**src/xma_consts.svh**
```systemverilog
`ifndef XMA_CONSTS_SVH
`define XMA_CONSTS_SVH

// DAC channels
`define XMA_NCHAN 4

// Complex samples per channel per clock
`define XMA_LANES 2

// Neighbour window, diagonal at the centre
`define XMA_NWIN 3

// Clocks from sample_valid in to sum_valid out
`define XMA_LATENCY 5

// Wishbone word address width
`define XMA_AW 5

// Write-only commit register, just past the 4x4 coefficient block
`define XMA_COMMIT_ADDR 16

`endif

```
**src/xma_pkg.sv**
```systemverilog
`default_nettype none
`include "xma_consts.svh"

package xma_pkg;

	// Q1.15
	typedef logic signed [15:0] sample_t;

	typedef struct packed {
		sample_t re;
		sample_t im;
	} coef_cplx_t;

	// Bus word on the Wishbone side, complex pair on the datapath side
	typedef union packed {
		logic [31:0] raw;
		coef_cplx_t cplx;
	} coef_word_u;

	// All real or all imaginary parts of one clock
	typedef sample_t [`XMA_NCHAN-1:0][`XMA_LANES-1:0] chan_bus_t;

	// Indexed [row m][column n]
	typedef coef_word_u [`XMA_NCHAN-1:0][`XMA_NCHAN-1:0] coef_mat_t;

endpackage

`default_nettype wire

```
**src/coef_bank.sv**
```systemverilog
`timescale 1ns/10ps
`default_nettype none
`include "xma_consts.svh"

module coef_bank (
	input  wire                xmaif,
	input  wire                rst,
	input  wire                wb_cyc,
	input  wire                wb_stb,
	input  wire                wb_we,
	input  wire [`XMA_AW-1:0]  wb_adr,
	input  wire [31:0]         wb_dat_w,
	output logic [31:0]        wb_dat_r,
	output logic               wb_ack,
	output xma_pkg::coef_mat_t coef_active
);

	localparam int CW = $clog2(`XMA_NCHAN);
	localparam int NWORD = `XMA_NCHAN * `XMA_NCHAN;

	xma_pkg::coef_mat_t staging;
	logic               req;
	logic               in_mat;
	logic               is_commit;
	logic [CW-1:0]      row;
	logic [CW-1:0]      col;

	// New cycle seen, not yet acked
	assign req = wb_cyc & wb_stb & ~wb_ack;

	assign in_mat = int'(wb_adr) < NWORD;
	assign is_commit = int'(wb_adr) == `XMA_COMMIT_ADDR;

	// Address m*NCHAN+n
	assign row = wb_adr[2*CW-1:CW];
	assign col = wb_adr[CW-1:0];

	always_ff @(posedge xmaif) begin
		if (rst) begin
			wb_ack <= 1'b0;
			staging <= '0;
			coef_active <= '0;
		end else begin
			wb_ack <= req;
			if (req && wb_we) begin
				if (in_mat) begin
					staging[row][col].raw <= wb_dat_w;
				end
				// Whole matrix moves in one clock
				if (is_commit) begin
					coef_active <= staging;
				end
			end
		end
	end

	// Host holds adr until ack, so the mux can stay combinational
	always_comb begin
		wb_dat_r = '0;
		if (in_mat) begin
			wb_dat_r = staging[row][col].raw;
		end
	end

endmodule

`default_nettype wire

```
**config.mk**
```make
export PLATFORM = sky130hd
export DESIGN_NAME = coef_bank
export DESIGN_NICKNAME = d
export VERILOG_FILES = /design/src/xma_pkg.sv /design/src/coef_bank.sv
export VERILOG_INCLUDE_DIRS = /design/src /design/src/src
export SDC_FILE = /design/constraint.sdc
export NUM_CORES = 2
export LEC_CHECK = 0
export ABC_CLOCK_PERIOD_IN_PS = 2800
export BUFFER_PORTS_ARGS = -buffer_cell sky130_fd_sc_hd__buf_2
export CORE_ASPECT_RATIO = 2
export CORE_MARGIN = 2
export CORE_UTILIZATION = 45
export CTS_BUF_LIST = sky130_fd_sc_hd__clkbuf_16
export DETAILED_ROUTE_END_ITERATION = 10
export HOLD_SLACK_MARGIN = 0.1
export SLEW_MARGIN = 5
export SYNTH_ARGS = -nofsm -noshare
export SYNTH_HDL_FRONTEND = slang
export SYNTH_SLANG_ARGS = --single-unit
```
**constraint.sdc**
```tcl
create_clock -name xmaif -period 2.8 [get_ports xmaif]
set_clock_uncertainty 0.05 [all_clocks]
set_input_delay 0.56 -clock xmaif [delete_from_list [all_inputs] [get_ports xmaif]]
set_output_delay 0.56 -clock xmaif [all_outputs]
set_load 0.05 [all_outputs]
```
==> impl_metrics.csv <==
group,metric,value,unit
global_route,grt_pass1_vias,37200,
placement,post_dp_cell_area,50400,um^2
worst_setup_path,r2r_slack,0.53,ns
clock_tree,htreeDepth,3,
timing,finalHoldViolations,0,
clock_tree,clock-sinks,1025,
synth,synth_cells,4603,
die,initial_core_util,0.454,
synth,synthFlopType,"dfxtp_1",
die,pin_count,587,
final_layout,final_core_util,0.536,
synth,yosysUniqueCellTypes,33,
min_path,min_path_cells,2,
min_path,min_path_type,"input port to flip-flop",
timing,slew_viol_final,0,
synth,syn_area,45300,um^2
pwr,peakVddDrop,0.000478,V
final_layout,drive_gt1_frac,0.229,
die,die_y,453,um
pwr,power.density,556,nW/um^2
drt,avgRoutedWirePerCell,28.9,um
drt,drtAntennaViolNets,0,
clock_tree,insertion_delay,0.72,ns
synth,yosysTopAreaCellShare,0.453,
die,rows,164,
timing,setup_viol,0,
synth,synth_most_common_cell,"dfxtp_1",
worst_setup_path,crit_path_max_incr_delay,0.45,ns
drt,routed_via_density,6.29,
final_layout,design_area,53600,um^2
die,die_x,228,um
drt,wirelength,180000,um
worst_setup_path,start_kind,"flip-flop",
timing,max_freq,358,MHz
clock_tree,clk_pin_slew,0.07,ns
worst_setup_path,setup.worst_path.start,"staging[131]",
clock_tree,root_buffer,"clkbuf_16",
timing,slew_headroom,0.439,
global_route,track_usage,0.336,
global_route,grt_max_degree,146,
synth,synth_commonest_cells,"dfxtp_1 (1,025), mux2i_1 (576), nand2b_1 (545)",
drt,dr.pass1.iters,5,
timing,finalSetupTns,0,ns
worst_setup_path,crit_family,"compound AO/OA/AOI/OAI gates",
synth,synth_seq_area_share,0.453,
min_path,holdCritStartpoint,"rst",
clock_tree,clock_path_buffers,3,
worst_setup_path,path_max_fanout,3,
run,cap_violations,0,
synth,synth_seq_cells,1025,
worst_setup_path,worstPathArrival,2.18,ns
die,design.die.area,103000,um^2
global_route,grt_overflow_total,0,
worst_setup_path,path_cells,"mux2i_1 > a22o_1 > o31ai_2 > buf_2",
synth,synth.largest_area_cell,"dfxtp_1",
final_layout,fin_nets,4889,
synth,syn_nets,4645,
worst_setup_path,end_kind,"output pin",
worst_setup_path,critPathRequiredTime,2.19,ns
timing,worst_pin_slew,0.841,ns
min_path,min_to,"coef_active[25]",
drt,vias,39300,
placement,port_buffers,586,
pwr,leakage,22.4,nW
worst_setup_path,r2r.worst_path.cells,5,
synth,synthTopCellsByArea,"dfxtp_1 (45%), mux2i_1 (13%), o31ai_1 (9.0%)",
worst_setup_path,crit_type,"flip-flop to output pin",
die,core,99900,um^2
worst_setup_path,cp_num_buf_inv,1,
global_route,grt_pass1_wl,264000,um
worst_setup_path,slowest_stage,"dfxtp_1",
timing,period_minus_slack,2.79,ns
clock_tree,cts_tree,"done",
placement,hpwlAfterDp,128000,um
global_route,grt_antenna_before_repair,5,
final_layout,area_delta_synth_final,18.2,%
synth,async_flop_share,0,
synth,synth.avg_cell_area,9.85,um^2
placement,gp_congestion,0.919,
synth,yosys_warnings,0,
drt,route.detailed.drc,0,
worst_setup_path,reg2reg_to,"coef_active[498]",
drt,drt_iter0_drc,3970,
worst_setup_path,r2r_start,"wb_ack",
clock_tree,cts_inserted_buffers,90,
status,status,"completed",
timing,period_share,0.998,
synth,synth_edf_count,0,
## area by class of cell
type,count,area [um^2]
diodes,3,7.51
clock buffers,92,2300
clock inverters,68,698
fillers,9140,46300
inverters,2,15.0
multi-input cells,2944,22800
flip-flops and latches,1025,20500
well taps,1328,1660
repair buffers,784,5620
## cell families (layout without fill, tap and decap cells)
family | after synthesis | in the layout | synth area share
buf+inv | 634 | 946 | 0.0591
flops | 1025 | 1025 | 0.453
compound gates | 1152 | 1152 | 0.162
simple gates | 1088 | 1088 | 0.151
other cells | 0 | 3 | 0
mux | 704 | 704 | 0.175
## per-stage QoR
stage	hold WS, ns	total power [mW]	worst slack [ns]	std cells
CTS	0.203	29.9	0.000730	6243
finish	0.218	29.8	0.00518	6246
global placement	0.384	16.9	-0.0744	6081
detailed placement	0.403	16.9	-0.0973	6081
floorplan	0.411	16.2	-0.0214	4603
global route	0.218	30.5	-0.00977	6245
## sequential cells by signal, summed over array words and instances (netlist names)
signal	count
coef_active	512
staging	512
wb_ack	1
## per-layer routing
layer	track usage	routed length (um)	vias to the layer above
met3	0.0810	15800	232
met2	0.509	79800	1685
met1	0.453	76400	19700
met4	0.150	8320	4
li1	-	-	17700
met5	0	21	-
## worst register-to-register path, cell delays in order, from the launching register on
cell     delay (ns)
dfxtp_1        0.33
and4b_4        0.71
buf_12         0.32
buf_12         0.29
nand4_1        0.26
a21oi_1        0.24
## how the worst max path moves through the flow
stage,end,slack [ns],depth (start not counted)
after floorplan,wb_dat_r[0],-0.02,6
after global placement,wb_dat_r[30],-0.07,6
after detailed placement,wb_dat_r[30],-0.1,6
after CTS,wb_dat_r[2],0.0007,7
after global routing,wb_dat_r[9],-0.01,5
final,wb_dat_r[3],0.005,4
## timing repair
item,CTS,global route
pin swaps,1,4
gates cloned,0,0
setup endpoints to repair,27,12
hold endpoints to repair,1,0
gates resized for setup,37,16
hold buffers,2,0
setup buffers,0,0
## report_power, final
group	leakage, nW	switching [mW]	internal, mW
Sequential	8.25	0.0209	14.6
Combinational	12.6	1.41	0.605
Clock	1.54	5.91	7.26
## cell usage in the layout (no fill, tap or decap), drive strengths merged
cell type and count:
dfxtp 1025, buf 781, mux2i 576, nand2b 545, o31ai 544, nand4 517
a21oi 512, clkbuf 93, mux2 64, mux4 64, a22o 32, o22ai 32
a22oi 32, clkinv 32, inv 22, bufinv 14, nand3 6, or4 5
diode 3, nor2 3, nor2b 3, clkinvlp 2, dlygate4sd3 2, or2 1
nand2 1, nor3b 1, and3b 1, nand4b 1, and4b 1, nor4 1
and4 1, nor4bb 1
Note: power is estimated with default switching activity, not from simulation.
